===== src/ram_wrap_defines.svh =====
/*
 * size macros for the 80x72 two-port RAM wrapper
 * depth, address width, data width and MBIST pattern width
 */

`ifndef RAM_WRAP_DEFINES_SVH
`define RAM_WRAP_DEFINES_SVH

// number of storage entries
`define RAM_DEPTH 80

// address width covering RAM_DEPTH entries
`define RAM_ADDR_W 7

// data word width
`define RAM_DATA_W 72

// mbist pattern width, repeated across the data word
`define MBIST_DI_W 2

`endif


===== src/ram_wrap_pkg.sv =====
/*
 * shared types for the RAM wrapper
 * address and data words, mbist pattern, request struct
 */

`include "ram_wrap_defines.svh"

package ram_wrap_pkg;

  // ------------------------------------------------------------
  // basic words
  // ------------------------------------------------------------
  typedef logic [`RAM_ADDR_W-1:0] ram_addr_t;
  typedef logic [`RAM_DATA_W-1:0] ram_data_t;
  typedef logic [`MBIST_DI_W-1:0] mbist_di_t;

  // ------------------------------------------------------------
  // one request to the array
  // used for functional, mbist and the muxed request
  // ------------------------------------------------------------
  typedef struct packed {
    logic      re;
    logic      we;
    ram_addr_t ra;
    ram_addr_t wa;
    // mbist request carries only the pattern in the low bits
    ram_data_t wd;
  } ram_req_t;

endpackage


===== src/ram_wthru_ctrl.sv =====
/*
 * write-through detection for same-address read and write
 * forward flag and forwarded data register
 */

`timescale 1ns/1ps

module ram_wthru_ctrl (
  input  logic                   clk,
  input  logic                   mbist_ramaccess_rst_,
  input  ram_wrap_pkg::ram_req_t  func_req,
  input  logic                   func_active,
  output logic                   fwd_en,
  output ram_wrap_pkg::ram_data_t fwd_data
);

  import ram_wrap_pkg::*;

  logic      wthru;
  ram_data_t wthru_di;

  // read and write hit the same entry in one cycle
  assign wthru = func_active & func_req.re & func_req.we &
                 (func_req.ra == func_req.wa);

  // ------------------------------------------------------------
  // forward flag
  // held until a later read without a match, dropped in mbist mode
  // ------------------------------------------------------------
  always_ff @(posedge clk or negedge mbist_ramaccess_rst_) begin
    if (!mbist_ramaccess_rst_) begin
      fwd_en <= 1'b0;
    end else begin
      fwd_en <= (wthru | (fwd_en & !func_req.re)) & func_active;
    end
  end

  // new write data replaces the stale array read
  always_ff @(posedge clk or negedge mbist_ramaccess_rst_) begin
    if (!mbist_ramaccess_rst_) begin
      wthru_di <= '0;
    end else if (wthru) begin
      wthru_di <= func_req.wd;
    end
  end

  assign fwd_data = wthru_di;

endmodule


===== config.mk =====
export PLATFORM = sky130hd
export DESIGN_NAME = ram_wthru_ctrl
export DESIGN_NICKNAME = d
export VERILOG_FILES = /design/src/ram_wrap_pkg.sv /design/src/ram_wthru_ctrl.sv
export VERILOG_INCLUDE_DIRS = /design/src
export SDC_FILE = /design/constraint.sdc
export NUM_CORES = 1
export LEC_CHECK = 0
export BUFFER_PORTS_ARGS = -buffer_cell sky130_fd_sc_hd__buf_4
export CAP_MARGIN = 10
export CORE_AREA = 2 2 106 108
export CTS_CLUSTER_DIAMETER = 120
export DETAILED_ROUTE_END_ITERATION = 6
export DIE_AREA = 0 0 108 110
export SYNTH_ARGS = -nofsm -noshare
export SYNTH_HDL_FRONTEND = slang
export SYNTH_SLANG_ARGS = --single-unit

===== constraint.sdc =====
create_clock -name clk -period 1.9 [get_ports clk]
set_clock_uncertainty 0.15 [all_clocks]
set_input_delay 0.38 -clock clk [delete_from_list [all_inputs] [get_ports clk]]
set_output_delay 0.38 -clock clk [all_outputs]
set_load 0.005 [all_outputs]

==> qor.txt <==
die area = 0.01188 sq mm
status = finished, final reports clean
largest net degree at the start of global routing = 39
filler cell count = 969
fraction of layout cells with a size suffix above 1 = 75.29%
H-tree Lvls = 3
Antenna Violating Nets Remaining = 0
clk root buf = clkbuf_8
DR WL/cell = 13.66 microns
CP Class = in -> reg
Max-slew headroom = 68.69%
Worst EP arrival = 1.85 ns
largest area contributor in the netlist = dfrtp_1
multi-input logic area = 0.001176 sq mm
Final period util = 93.87%
post-cts resize count = 0
LEAKAGE = 2.697 nW
Vias/cell = 4.056
Power, Total = 3.388 mW
syn_nets = 256
CTS tree = built
RSZ-0062 raised after global routing = false
synthesis-to-finish area growth = 49.20%
Rows = 38
CP startpoint kind = input pin
Seq/Total Area, Yosys = 58.12%
RD Place Congestion = 0.6391
synth unique cells = 11
Worst IR Drop VDD = 0.3433 mV
Mapped Avg Cell Area = 19.05 sq um
Initial Utilization = 29.38%
CTS clk-pin slew, worst paths = 0.09 ns
most common cell after layout, fill and taps aside = buf_4
flops & latches, synth = 73
crit-path cells = buf_4 > xnor2_2 > nand4_1 > or4_4 > buf_12 > mux2_4
clk sink count = 73
total number of vias = 1947
Synth Instances = 165
Critical Path Slowest Stage Cell = or4_4
Core ar. = 0.01070 sq mm
Mapped Area = 0.003143 sq mm
grt total ovfl = 0
Worst Tran Pin Value = 0.4696 ns
iteration count of the initial detailed-routing pass = 4
most frequent cells in the layout = buf_4 (163), dfrtp_1 (73), mux2_4 (69)
global-route usage over all layers = 11.21%
Final #Nets = 426
Boundary Pins = 164
# diodes = 0
vias in the first global route = 2051
final wirelength = 6558 microns
top post-synthesis cells by area = dfrtp_1 (58%), mux2_4 (33%), buf_12 (4.5%), xnor2_1 (1.4%), mux2_2 (1.1%)
Worst path max stage delay = 0.53 ns
Fmax = 0.5607 GHz
warnings from Yosys = 0
CTS buffer count = 9
Hold Crit Class = in -> reg
Register Area = 0.001827 sq mm
routed wl met2 = 3037 microns
Die Wd = 108 microns
total negative slack = 0 ns
pwr dens = 722.5 mW/mm^2
antenna violations before repair = 0
fin crit period = 1.784 ns
detailed-placement wirelength estimate = 4866 microns
CP endpoint kind = register
Top Layer Used = met4
IO buf count = 163
first-pass GRT wire length = 10210 microns
Longest Clk Path Bufs = 2
DR iter-0 viols = 83
Setup Viol. Count Final = 0
DRC = 0
metal3 WL = 676 microns
final max-slew violation count = 0
endpoints failing hold = 0
crit path max fanout = 38
Die H = 110 microns
Data required, critical path = 1.96 ns
met1 WL = 2763 microns
share of the synthesized area in the top cell type = 58.12%
max cap viols = 0
clock latency on the worst-skew pair = 0.33 ns
[worst max-delay path: cells and delay by family]
| family | cells | cell delay [ns] |
|---|---|---|
| xor+xnor | 1 | 0.13 |
| buf+inv | 2 | 0.33 |
| mux | 1 | 0.33 |
| simple gates | 2 | 0.63 |
[synthesized netlist by cell type]
cell / count
buf_6: 1
mux2_2: 3
or4_1: 1
xor2_1: 2
dfrtp_1: 73
mux2_4: 69
nand4_1: 2
a21boi_0: 1
nand2b_1: 1
xnor2_1: 5
buf_12: 7
[power breakdown]
group          leakage [nW]  internal [mW]  total (mW)  switching (mW)
Clock                 0.106          0.739        1.31           0.574
Sequential             1.01           1.62        1.66          0.0406
Combinational          1.58          0.297       0.414           0.117
[layout make-up]
type | instances | share of cell area (%)
multi-input combinational | 84 | 25.08
clock buffer | 9 | 2.641
sequential | 73 | 38.95
tap | 140 | 3.735
timing repair buffer | 167 | 27.59
clock inverter | 7 | 2.001
[cell families after synthesis]
| group | after synthesis | share of synthesized area [%] |
|---|---|---|
| buf+inv | 8 | 4.817 |
| flops | 73 | 58.12 |
| mux | 72 | 34.04 |
| compound gates | 1 | 0.2389 |
| simple gates | 4 | 0.8361 |
| xor+xnor | 7 | 1.951 |
[sequential cells by signal, indices dropped and copies added, names as in the netlist]
| signal | count |
|---|---|
| fwd_data | 72 |
| fwd_en | 1 |
[stage by stage]
step	cells	worst slack [ns]	hold WS (ns)	util, %	cell area [sq um]
after floorplan	165	-0.04164	-0.06559	-	3163
after global placement	463	-0.1993	0.2208	41.71	4462
after detailed placement	463	-0.2223	0.2233	41.71	4462
after CTS	480	0.1373	0.08545	43.84	4690
after global routing	480	0.07806	0.07839	43.84	4690
final	480	0.1164	0.1140	43.84	4690
[what timing repair did]
item,4_1_cts,5_1_grt
buffers inserted,0,0
endpoints found under the hold margin,35,0
hold buffers,1,0
[final timing paths]
check / cells past startpoint / slack (ns) / to / from
max: 6 / 0.12 / fwd_data[27]$_DFFE_PN0P_ / func_req[73]
min: 2 / 0.11 / fwd_data[43]$_DFFE_PN0P_ / func_req[43]
max reg2reg: 1 / 0.98 / fwd_data[45]$_DFFE_PN0P_ / fwd_data[45]$_DFFE_PN0P_
min reg2reg: 1 / 0.36 / fwd_data[52]$_DFFE_PN0P_ / fwd_data[52]$_DFFE_PN0P_
max in group asynchronous: 3 / 0.65 / fwd_data[45]$_DFFE_PN0P_ / mbist_ramaccess_rst_
min in group asynchronous: 2 / 0.38 / fwd_data[18]$_DFFE_PN0P_ / mbist_ramaccess_rst_
[per-layer routing]
layer,global-route usage (%),up-vias
met5,0,-
met4,4.121,0
met3,4.703,7
met2,17.07,99
met1,14.29,925
li1,-,916
Power figures use the tool's default switching activity.
