--- src/ram_wrap_defines.svh ---
/*
 * size macros for the 80x72 two-port RAM wrapper
 * depth, address width, data width and MBIST pattern width
 */

`ifndef RAM_WRAP_DEFINES_SVH
`define RAM_WRAP_DEFINES_SVH

// number of storage entries
`define RAM_DEPTH 80

// address width covering RAM_DEPTH entries
`define RAM_ADDR_W 7

// data word width
`define RAM_DATA_W 72

// mbist pattern width, repeated across the data word
`define MBIST_DI_W 2

`endif

--- src/ram_wrap_pkg.sv ---
/*
 * shared types for the RAM wrapper
 * address and data words, mbist pattern, request struct
 */

`include "ram_wrap_defines.svh"

package ram_wrap_pkg;

  // ------------------------------------------------------------
  // basic words
  // ------------------------------------------------------------
  typedef logic [`RAM_ADDR_W-1:0] ram_addr_t;
  typedef logic [`RAM_DATA_W-1:0] ram_data_t;
  typedef logic [`MBIST_DI_W-1:0] mbist_di_t;

  // ------------------------------------------------------------
  // one request to the array
  // used for functional, mbist and the muxed request
  // ------------------------------------------------------------
  typedef struct packed {
    logic      re;
    logic      we;
    ram_addr_t ra;
    ram_addr_t wa;
    // mbist request carries only the pattern in the low bits
    ram_data_t wd;
  } ram_req_t;

endpackage

--- src/ram_dout_capture.sv ---
/*
 * output source mux and capture register
 * drives dout and mbist_do from the same register
 */

`timescale 1ns/1ps

module ram_dout_capture (
  input  logic                   clk,
  input  logic                   mbist_ramaccess_rst_,
  input  ram_wrap_pkg::ram_data_t rd_data,
  input  logic                   fwd_en,
  input  ram_wrap_pkg::ram_data_t fwd_data,
  input  logic                   byp_active,
  input  ram_wrap_pkg::ram_data_t dbyp,
  input  logic                   cap_en,
  output ram_wrap_pkg::ram_data_t dout,
  output ram_wrap_pkg::ram_data_t mbist_do
);

  import ram_wrap_pkg::*;

  ram_data_t cap_src;
  ram_data_t cap_q;

  // ------------------------------------------------------------
  // source select
  // bypass first, then write-through, then the array
  // ------------------------------------------------------------
  always_comb begin
    if (byp_active) begin
      cap_src = dbyp;
    end else if (fwd_en) begin
      cap_src = fwd_data;
    end else begin
      cap_src = rd_data;
    end
  end

  // ------------------------------------------------------------
  // capture register
  // ------------------------------------------------------------
  always_ff @(posedge clk or negedge mbist_ramaccess_rst_) begin
    if (!mbist_ramaccess_rst_) begin
      cap_q <= '0;
    end else if (cap_en) begin
      cap_q <= cap_src;
    end
  end

  // mbist compares against the same captured word
  assign dout     = cap_q;
  assign mbist_do = cap_q;

endmodule

--- config.mk ---
export PLATFORM = sky130hd
export DESIGN_NAME = ram_dout_capture
export DESIGN_NICKNAME = d
export VERILOG_FILES = /design/src/ram_wrap_pkg.sv /design/src/ram_dout_capture.sv
export VERILOG_INCLUDE_DIRS = /design/src
export SDC_FILE = /design/constraint.sdc
export NUM_CORES = 1
export LEC_CHECK = 0
export ABC_CLOCK_PERIOD_IN_PS = 800
export BUFFER_PORTS_ARGS = -buffer_cell sky130_fd_sc_hd__buf_2
export CAP_MARGIN = 20
export CORE_AREA = 2 2 143 145
export CTS_CLUSTER_DIAMETER = 30
export DETAILED_ROUTE_END_ITERATION = 8
export DIE_AREA = 0 0 145 147
export PLACE_DENSITY_LB_ADDON = 0.05
export SYNTH_ARGS = -nofsm -noshare
export SYNTH_HDL_FRONTEND = slang
export SYNTH_SLANG_ARGS = --single-unit
--- constraint.sdc ---
create_clock -name clk -period 0.8 [get_ports clk]
set_input_delay 0.12 -clock clk [delete_from_list [all_inputs] [get_ports clk]]
set_output_delay 0.12 -clock clk [all_outputs]
set_load 0.1 [all_outputs]
==> impl_metrics.env <==
export IMPL_status="finished with violations"
export IMPL_violations="negative setup slack"
export IMPL_p_total_mw=22.7
export IMPL_wl_um=19400
export IMPL_synthDistinctLibCells=13
export IMPL_final_layout_size_suffix_gt1_share_pct=75.4
export IMPL_antenna_found_initial=2
export IMPL_grt_pass1_wl_um=29900
export IMPL_grt_start_max_net_pins=69
export IMPL_dp_cells=1006
export IMPL_tns_ns=-52.33
export IMPL_h_tree_depth=3
export IMPL_synthMostInstantiatedCell="buf_4"
export IMPL_port_buffers=364
export IMPL_irDropWorstVdd_mv=1.22
export IMPL_cts_tree="done"
export IMPL_dieArea_mm2=0.0213
export IMPL_finalSetupViolCount=185
export IMPL_nets=979
export IMPL_ys_top_cells_by_count="80 x buf_4, 72 x dfrtp_1, 72 x mux2i_1, 72 x nand2b_1, 72 x nand3_1"
export IMPL_die_width_um=145
export IMPL_async_flop_share_pct=100
export IMPL_synth_edf_count=0
export IMPL_finalHoldViolCount=0
export IMPL_syn_nets=694
export IMPL_dr_pass1_iters=4
export IMPL_antenna_left=0
export IMPL_fin_crit_sh_pct=146
export IMPL_largest_reg_flops=72
export IMPL_synth_top_area_share_pct=35.2
export IMPL_yosys_area_top_type="dfrtp_1"
export IMPL_dpl_hpwl_um=15000
export IMPL_ys_top_cells_by_area="dfrtp_1 35%, o211ai_2 17%, mux2i_1 14%"
export IMPL_overflow=0
export IMPL_grt_pass1_vias=5125
export IMPL_ios=365
export IMPL_clk_latency_ns=0.34
export IMPL_synth_seq_area_share_pct=35.2
export IMPL_syn2layout_area_growth_pct=90.2
export IMPL_finalMaxSlewViolations=0
export IMPL_drv_cap=0
export IMPL_end_kind="output pin"
export IMPL_crit_fanout=3
export IMPL_p_leak_nw=4.53
export IMPL_clockBufferDepth=2
export IMPL_hp_class="input port to register"
export IMPL_worst_pin_slew_ns=0.440
export IMPL_fin_cells=1035
export IMPL_finalWorstSetupSlack_ns=-0.370
export IMPL_syn_area_per_cell_um2=10.8
export IMPL_path_buf_inv=1
export IMPL_gp_congestion=0.776
export IMPL_power_density_mw_per_mm2=2330
export IMPL_fmax_mhz=855
export IMPL_numCtsBuffers=9
export IMPL_rsz0062_at_grt="true"
export IMPL_cts_sinks=72
export IMPL_route_detailed_drc=0
export IMPL_relSlewSlack_pct=70.7
export IMPL_path_clk_slew_ns=0.06
export IMPL_drt_initial_drc_count=115
export IMPL_period_needed_ns=1.17
export IMPL_routed_via_density=4.52
export IMPL_synth_ff_latch_count=72
export IMPL_die_h_um=147
export IMPL_wire_per_inst_um=18.8
export IMPL_grt_util_all_layers_pct=18.0
export IMPL_crit_slowest_cell="dfrtp_4"
export IMPL_worst_ep_arrival_time_ns=1.05
export IMPL_num_vias=4682
export IMPL_rows=52
export IMPL_worstSetupStartpointType="register"
export IMPL_fp_coreArea_mm2=0.0198
export IMPL_start_util_pct=25.8
export IMPL_fin_skew_ns=0
export IMPL_clockRootBuffer="clkbuf_16"
export IMPL_crit_type="register to output pin"
export IMPL_netlist_area_mm2=0.00511
export IMPL_max_stage_delay_ns=0.52
export IMPL_yosys_warnings=0
export IMPL_cpLargestDelayFamily="flip-flops"
export IMPL_crit_chain="buf_12"
export IMPL_synthFlopType="dfrtp_1"
export IMPL_worstPathRequired_ns=0.68
export IMPL_syn_instance_count=473
## worst min-delay path, delay by kind of cell
family / cells / cell delay (ns)
compound gates: 1 / 0.07
buf+inv: 1 / 0.08
simple gates: 1 / 0.07
## through the flow
stage	utilization (%)	cell area (um2)	setup slack (ns)	hold slack [ns]
after floorplan	-	6270	-0.268	-0.176
after global placement	45.5	9020	-0.345	-0.0181
after detailed placement	45.5	9020	-0.362	-0.0150
after CTS	47.9	9500	-0.390	0.0201
after global routing	49.0	9720	-0.392	0.0296
final	49.0	9720	-0.370	0.0315
## cell type report
class	count	area, um2
clock inverters	6	108
multi-input cells	289	2680
flip-flops and latches	72	2070
repair buffers	386	4300
fillers	1798	10100
clock buffers	10	229
well taps	270	338
diodes	2	5.00
## where the power goes
group / switching (mW) / total, mW / internal (mW)
combinational: 8.02 / 12.6 / 4.61
sequential: 0.985 / 5.35 / 4.37
clock: 1.64 / 4.68 / 3.04
total: 10.7 / 22.7 / 12.0
## cell families after synthesis
group	count (synthesis)	synth area share, %
multiplexers	72	14.1
buffers and inverters	112	17.1
AO/OA/AOI/OAI	72	17.4
AND/OR/NAND/NOR	145	16.1
flip-flops	72	35.2
## what timing repair did
item	CTS	global route
hold buffers	1	0
hold endpoints to repair	72	0
resized for setup	16	26
cloned	0	0
setup buffers	3	7
setup endpoints to repair	211	216
## path summary, 6_finish.rpt
path	from	end	cells after the start	slack (ns)
max	dout[52]	mbist_do[52]	1	-0.37
min reg2reg	dout[53]	dout[53]	2	0.60
max reg2reg	dout[32]	dout[32]	3	-0.14
min in group asynchronous	mbist_ramaccess_rst_	dout[71]	2	0.17
min	dbyp[43]	dout[43]	3	0.03
max in group asynchronous	mbist_ramaccess_rst_	dout[31]	3	0.15
## cells in the final DEF, fill, tap and decap left out
cell / Yosys / routed
buf_4: 80 / 6
nand2b_4: 1 / 33
o211ai_1: 2 / 2
clkinvlp_4: 0 / 1
diode_2: 0 / 2
clkbuf_16: 0 / 9
clkinv_2: 0 / 2
buf_12: 8 / 152
buf_2: 11 / 217
o211ai_2: 70 / 70
dfrtp_4: 0 / 72
nand3_1: 72 / 72
dlygate4sd3_1: 0 / 1
bufinv_16: 0 / 3
nand2b_1: 72 / 40
mux2i_1: 72 / 72
buf_6: 1 / 10
clkbuf_1: 11 / 1
## routing by layer
| layer | up-vias | part of all wire [%] | track usage [%] |
|---|---|---|---|
| li1 | 2183 | - | - |
| met1 | 2238 | 39 | 21.4 |
| met2 | 235 | 51 | 31.1 |
| met4 | 0 | 2.4 | 6.29 |
| met5 | - | 0 | 0 |
| met3 | 26 | 7.5 | 5.31 |
Power figures use the tool's default switching activity.
