**config.mk**
```make
export PLATFORM = sky130hd
export DESIGN_NAME = ram_port_mux
export DESIGN_NICKNAME = d
export VERILOG_FILES = /design/src/ram_wrap_pkg.sv /design/src/ram_port_mux.sv
export VERILOG_INCLUDE_DIRS = /design/src
export SDC_FILE = /design/constraint.sdc
export NUM_CORES = 1
export LEC_CHECK = 0
export BUFFER_PORTS_ARGS = -buffer_cell sky130_fd_sc_hd__clkbuf_2
export CORE_AREA = 2 2 104 106
export CTS_CLUSTER_SIZE = 14
export DETAILED_ROUTE_END_ITERATION = 10
export DIE_AREA = 0 0 106 108
export PLACE_DENSITY = 0.48
export SETUP_SLACK_MARGIN = 0.02
export SLEW_MARGIN = 20
export SYNTH_ARGS = -nofsm -noshare
export SYNTH_HDL_FRONTEND = slang
export SYNTH_SLANG_ARGS = --single-unit
```
**constraint.sdc**
```tcl
create_clock -name clk -period 3.1 [get_ports clk]
set_input_delay 0.155 -clock clk [delete_from_list [all_inputs] [get_ports clk]]
set_output_delay 0.155 -clock clk [all_outputs]
set_load 0.05 [all_outputs]
```
**src/ram_wrap_defines.svh**
```systemverilog
/*
 * size macros for the 80x72 two-port RAM wrapper
 * depth, address width, data width and MBIST pattern width
 */

`ifndef RAM_WRAP_DEFINES_SVH
`define RAM_WRAP_DEFINES_SVH

// number of storage entries
`define RAM_DEPTH 80

// address width covering RAM_DEPTH entries
`define RAM_ADDR_W 7

// data word width
`define RAM_DATA_W 72

// mbist pattern width, repeated across the data word
`define MBIST_DI_W 2

`endif

```
**src/ram_wrap_pkg.sv**
```systemverilog
/*
 * shared types for the RAM wrapper
 * address and data words, mbist pattern, request struct
 */

`include "ram_wrap_defines.svh"

package ram_wrap_pkg;

  // ------------------------------------------------------------
  // basic words
  // ------------------------------------------------------------
  typedef logic [`RAM_ADDR_W-1:0] ram_addr_t;
  typedef logic [`RAM_DATA_W-1:0] ram_data_t;
  typedef logic [`MBIST_DI_W-1:0] mbist_di_t;

  // ------------------------------------------------------------
  // one request to the array
  // used for functional, mbist and the muxed request
  // ------------------------------------------------------------
  typedef struct packed {
    logic      re;
    logic      we;
    ram_addr_t ra;
    ram_addr_t wa;
    // mbist request carries only the pattern in the low bits
    ram_data_t wd;
  } ram_req_t;

endpackage

```
**src/ram_port_mux.sv**
```systemverilog
/*
 * request selection between functional and mbist ports
 * mbist enable and mbist_ce registers
 * capture and bypass qualifiers for the output stage
 */

`timescale 1ns/1ps

`include "ram_wrap_defines.svh"

module ram_port_mux (
  input  logic                  clk,
  input  logic                  mbist_ramaccess_rst_,
  input  ram_wrap_pkg::ram_req_t func_req,
  input  ram_wrap_pkg::ram_req_t mbist_req,
  input  logic                  mbist_en,
  input  logic                  ore,
  input  logic                  byp_sel,
  output ram_wrap_pkg::ram_req_t array_req,
  output logic                  func_active,
  output logic                  cap_en,
  output logic                  byp_active
);

  import ram_wrap_pkg::*;

  logic      mbist_en_r;
  logic      mbist_ce_d;
  mbist_di_t mbist_pat;

  // ------------------------------------------------------------
  // mode and read-enable registers
  // ------------------------------------------------------------

  // mbist mode starts one cycle after mbist_en rises
  always_ff @(posedge clk or negedge mbist_ramaccess_rst_) begin
    if (!mbist_ramaccess_rst_) begin
      mbist_en_r <= 1'b0;
    end else begin
      mbist_en_r <= mbist_en;
    end
  end

  // mbist_ce lines up with the read data for the capture stage
  always_ff @(posedge clk or negedge mbist_ramaccess_rst_) begin
    if (!mbist_ramaccess_rst_) begin
      mbist_ce_d <= 1'b0;
    end else begin
      mbist_ce_d <= mbist_req.re;
    end
  end

  // ------------------------------------------------------------
  // request select
  // ------------------------------------------------------------
  assign mbist_pat = mbist_req.wd[`MBIST_DI_W-1:0];

  always_comb begin
    if (mbist_en_r) begin
      array_req.re = mbist_req.re;
      array_req.we = mbist_req.we;
      array_req.ra = mbist_req.ra;
      array_req.wa = mbist_req.wa;
      // pattern fills the whole word
      array_req.wd = {(`RAM_DATA_W / `MBIST_DI_W){mbist_pat}};
    end else begin
      array_req = func_req;
    end
  end

  // ------------------------------------------------------------
  // qualifiers for the downstream blocks
  // ------------------------------------------------------------
  assign func_active = !mbist_en_r;
  assign cap_en      = mbist_en_r ? mbist_ce_d : ore;
  assign byp_active  = byp_sel & !mbist_en_r;

endmodule

```
==> results.json, run 1 <==
{
  "rows": 37,
  "path_max_fanout": 51,
  "timing.final.crit_share": 0.567,
  "synth_cell_types": 9,
  "grt_overflow": 0,
  "cts-root-buf": "clkbuf_8",
  "drc": 0,
  "ys_seq_elements": 2,
  "synth_top_area_frac": 0.829,
  "firstDrtPassIters": 4,
  "path_clk_slew_ns": 0.03,
  "antenna_found_initial": 0,
  "avgRoutedWirePerCell_um": 12.1,
  "drt_iter0_drc": 58,
  "cts_tree": "yes",
  "fin_tns_setup_ns": 0,
  "numCtsBuffers": 3,
  "die_w_um": 106,
  "tightest_slew_ns": 0.709,
  "cts.path.max_buffers": 2,
  "wirelength_um": 5270,
  "ios": 272,
  "grt_pass1_vias": 1526,
  "dr_total_vias": 1600,
  "hold_viol_final": 0,
  "synth_nets": 290,
  "syn_to_final_growth_pct": 67.3,
  "arrival_ns": 1.60,
  "drv_slew": 0,
  "power.leakage_nw": 1.64,
  "vias_per_cell": 3.66,
  "hpwl_um": 4570,
  "synthTopCellsByCount": "mux2_4 (88), buf_2 (6), buf_12 (5)",
  "fmax_mhz": 569,
  "endpoint_kind": "output port",
  "crit_slowest_cell": "dfrtp_4",
  "start_util": 0.156,
  "placed_area_um2": 2610,
  "htreeDepth": 1,
  "setup_viol": 0,
  "ir_drop_uv": 91.6,
  "synthCells": 109,
  "async_flop_share": 1.00,
  "crit_path_start_kind": "register",
  "synth_edf_count": 0,
  "portBuffers": 201,
  "relSlewSlack": 0.527,
  "gr-usage-all-layers": 0.0817,
  "ys_warn_count": 0,
  "cts_num_sinks": 2,
  "synth.avg_cell_area_um2": 14.6,
  "yosysMostFrequentCell": "mux2_4",
  "die_h_um": 108,
  "outcome": "finished, final reports clean",
  "cap_violations": 0,
  "power_density_nw_per_um2": 316,
  "synth_area_um2": 1590,
  "fin_crit_ns": 1.76,
  "grt_start_max_net_pins": 52,
  "nNetsFinal": 483,
  "fin_area_um2": 2670,
  "synth_area_leader_cell": "mux2_4",
  "dieArea_um2": 11400,
  "rsz0062_at_grt": "no",
  "drtAntennaViolNets": 0,
  "grt_pass1_wl_um": 7580,
  "yosysSeqAreaShare": 0.0314,
  "ys.flop_type": "dfrtp_1",
  "crit_chain": "buf_12, mux2_4, clkbuf_2",
  "synth_area_leaders": "mux2_4 (83%), buf_12 (6.3%), buf_8 (3.8%)",
  "max_stage_delay_ns": 0.43,
  "coreArea_um2": 10200,
  "n_antenna_cell": 0,
  "worst_ep_required_time_ns": 2.94,
  "drive_gt1_frac": 0.983,
  "path_class": "reg2out",
  "hp-class": "in2reg",
  "gp_congestion": 0.663
}
==> cell usage in the layout (no fill, tap or decap) <==
cell type and instances:
dfrtp_1 1, dlygate4sd3_1 1, clkbuf_8 3, mux2_2 1
inv_1 1, clkbuf_1 1, mux2_4 88, buf_12 2
dfrtp_4 1, clkbuf_2 201, nor2b_1 1
==> state kept, by name, summed over array words and instances, names as in the netlist <==
signal      flops
mbist_en_r      1
mbist_ce_d      1
==> worst max-delay path: cells and delay by family (launching register included) <==
kind / cells / cell delay, ns
multiplexers: 1 / 0.33
buffers and inverters: 2 / 0.56
flip-flops: 1 / 0.43
==> cell type report <==
cell class	count	area, um^2
tap	136	170
multi-input combinational	90	1340
fill	1131	7560
clock buffer	4	45.0
timing repair buffer	204	1060
inverter	1	3.75
sequential	2	53.8
==> power breakdown <==
| part | leakage, nW | switching, mW | internal, mW |
|---|---|---|---|
| registers | 0.0224 | 0.00126 | 0.0281 |
| logic | 1.59 | 0.453 | 0.248 |
| clock network | 0.0228 | 0.0248 | 0.0875 |
==> timing repair <==
action | 4_1_cts | 5_1_grt
endpoints found under the hold margin | 2 | 0
buffers inserted | 0 | 0
hold buffers | 1 | 0
resized for setup | 0 | 0
==> layer usage <==
layer  wire, um  vias up  track usage
li1           -      782            -
met1       2160      725        0.104
met2       2700       91        0.148
met3        387        2      0.00844
met4         17        0       0.0197
met5          0        -            0
==> path summary, 6_finish.rpt <==
check                                startpoint            to  slack, ns  depth (start not counted)
hold / removal                         mbist_en    mbist_en_r       0.04                          1
min in group asynchronous  mbist_ramaccess_rst_    mbist_en_r       0.25                          2
max in group asynchronous  mbist_ramaccess_rst_    mbist_en_r       2.74                          2
setup / recovery                     mbist_en_r  array_req[7]       1.34                          3
==> stage by stage <==
step                hold slack [ns]  setup WS, ns  instances  total power, mW   util
floorplan                    -0.141          1.57        109            0.594      -
global placement            -0.0581          1.57        432            0.733  0.255
detailed placement          -0.0580          1.56        432            0.737  0.255
CTS                          0.0380          1.32        437            0.855  0.261
global route                 0.0453          1.29        437            0.880  0.261
finish                       0.0434          1.34        437            0.843  0.261
==> cell families (layout without fill, tap and decap cells) <==
group / after synthesis / count (layout) / share of synthesized area
AND/OR/NAND/NOR: 1 / 1 / 0.00393
multiplexers: 89 / 89 / 0.836
flip-flops: 2 / 2 / 0.0314
buffers and inverters: 17 / 209 / 0.129
(Power assumes the default switching activity.)
==> run 2, diff against run 1 <==
Settings changed: CORE_AREA 2 2 104 106 to 2 2 105 107, DIE_AREA 0 0 106 108 to 0 0 107 109, PLACE_DENSITY 0.48 to 0.49.
Clock period 3.1 ns to 1.6 ns, I/O delays scaled along.
==> results.json, run 2 (synthesized netlist as in run 1, its figures left out) <==
{
  "outcome": "finished, final reports clean",
  "crit_buf_inv": 3,
  "portBuffers": 201,
  "layout_commonest_cell": "clkbuf_2",
  "cts_num_sinks": 2,
  "ios": 272,
  "power_density_nw_per_um2": 565,
  "dr_total_vias": 1714,
  "rows": 38,
  "gr-usage-all-layers": 0.0753,
  "endpoint_kind": "output port",
  "arrival_ns": 1.49,
  "drtAntennaViolNets": 0,
  "gp_congestion": 0.639,
  "vias_per_cell": 3.78,
  "max_stage_delay_ns": 0.49,
  "crit_slowest_cell": "dfrtp_4",
  "syn_to_final_growth_pct": 123,
  "htreeDepth": 1,
  "ir_drop_uv": 440,
  "worst_ep_required_time_ns": 1.52,
  "setup_ws_ns": 0.0266,
  "drc": 0,
  "n_antenna_cell": 0,
  "cap_violations": 0,
  "drive_gt1_frac": 0.978,
  "cts.path.max_buffers": 2,
  "dp_slack_ns": 0.181,
  "crit_path_start_kind": "register",
  "drt_iter0_drc": 45,
  "crit_chain": "buf_6, clkbuf_16, mux2_4, buf_8",
  "start_util": 0.150,
  "setup_viol": 0,
  "antenna_found_initial": 0,
  "drv_slew": 0,
  "coreArea_um2": 10600,
  "dieArea_um2": 11700,
  "relSlewSlack": 0.481,
  "fin_crit_ns": 1.57,
  "path_class": "reg2out",
  "cts_tree": "yes",
  "die_h_um": 109,
  "timing.final.crit_share": 0.983,
  "largest_registers": "mbist_ce_d x1, mbist_en_r x1",
  "grt_overflow": 0,
  "final_cell_mix": "clkbuf_2 (112), mux2_4 (88), buf_6 (66)",
  "grt_pass1_vias": 1530,
  "hp-class": "in2async",
  "grt_pass1_wl_um": 7260,
  "grt_start_max_net_pins": 41,
  "path_max_fanout": 10,
  "placed_cells": 437,
  "rsz0062_at_grt": "yes",
  "die_w_um": 107,
  "avgRoutedWirePerCell_um": 14.3,
  "tightest_slew_ns": 0.778,
  "final_cells": 454,
  "hold_viol_final": 0,
  "firstDrtPassIters": 3,
  "numCtsBuffers": 3,
  "n_fill_cell": 1080,
  "cts-root-buf": "clkbuf_8",
  "cp_top_family": "flip-flops",
  "wirelength_um": 6480,
  "nNetsFinal": 496,
  "path_clk_slew_ns": 0.03,
  "fin_tns_setup_ns": 0,
  "finalPower_mw": 2.01,
  "fmax_mhz": 636,
  "power.leakage_nw": 1.95
}
[run 2: cell types whose count changed in the layout (fill, tap and decap cells not counted)]
cell	previous run	this run
buf_4	0	1
clkbuf_2	201	112
buf_8	0	29
buf_16	0	2
buf_12	2	0
clkbuf_16	0	4
dlygate4sd3_1	1	3
buf_6	0	66
[run 2: worst paths after layout]
path | start | end | slack [ns] | depth (start not counted)
max in group asynchronous | mbist_ramaccess_rst_ | mbist_en_r | 1.30 | 2
hold / removal | mbist_ramaccess_rst_ | mbist_en_r | 0.19 | 2
setup / recovery | mbist_en_r | array_req[81] | 0.03 | 4
min in group clk | func_req[43] | array_req[43] | 0.51 | 3
[run 2: routing by layer]
metal	vias up	wire length, um	global-route usage	part of all wire
li1	810	-	-	-
met1	812	2440	0.0891	0.38
met2	92	3610	0.145	0.56
met3	0	435	0.0126	0.067
met4	0	0	0.0111	0
met5	-	0	0	0
[run 2: power breakdown]
group / internal, mW / switching [mW] / leakage, nW
combinational: 0.788 / 0.950 / 1.91
sequential: 0.0545 / 0.00227 / 0.0224
clock: 0.169 / 0.0435 / 0.0228
total: 1.01 / 0.995 / 1.95
[run 2: stage by stage]
step,area [um^2],hold slack [ns],util
after floorplan,1590,-0.216,-
after global placement,2630,-0.133,0.248
after detailed placement,2630,-0.129,0.248
after CTS,2700,0.178,0.255
after global routing,3550,0.193,0.335
final,3550,0.186,0.335
[run 2: final cells by class]
class                           instances  area (um^2)  area share
Sequential cell                         2         53.8      0.0152
Clock buffer                            4         45.0      0.0127
Timing Repair Buffer                  217         1930       0.544
Inverter                                1         3.75     0.00106
Multi-Input combinational cell         90         1340       0.377
Tap cell                              140          175      0.0494
[run 2: what timing repair did]
action,CTS,global route
setup endpoints to repair,78,82
endpoints found under the hold margin,4,0
resized for setup,0,389
cloned,0,7
setup buffers,0,3
hold buffers,3,0
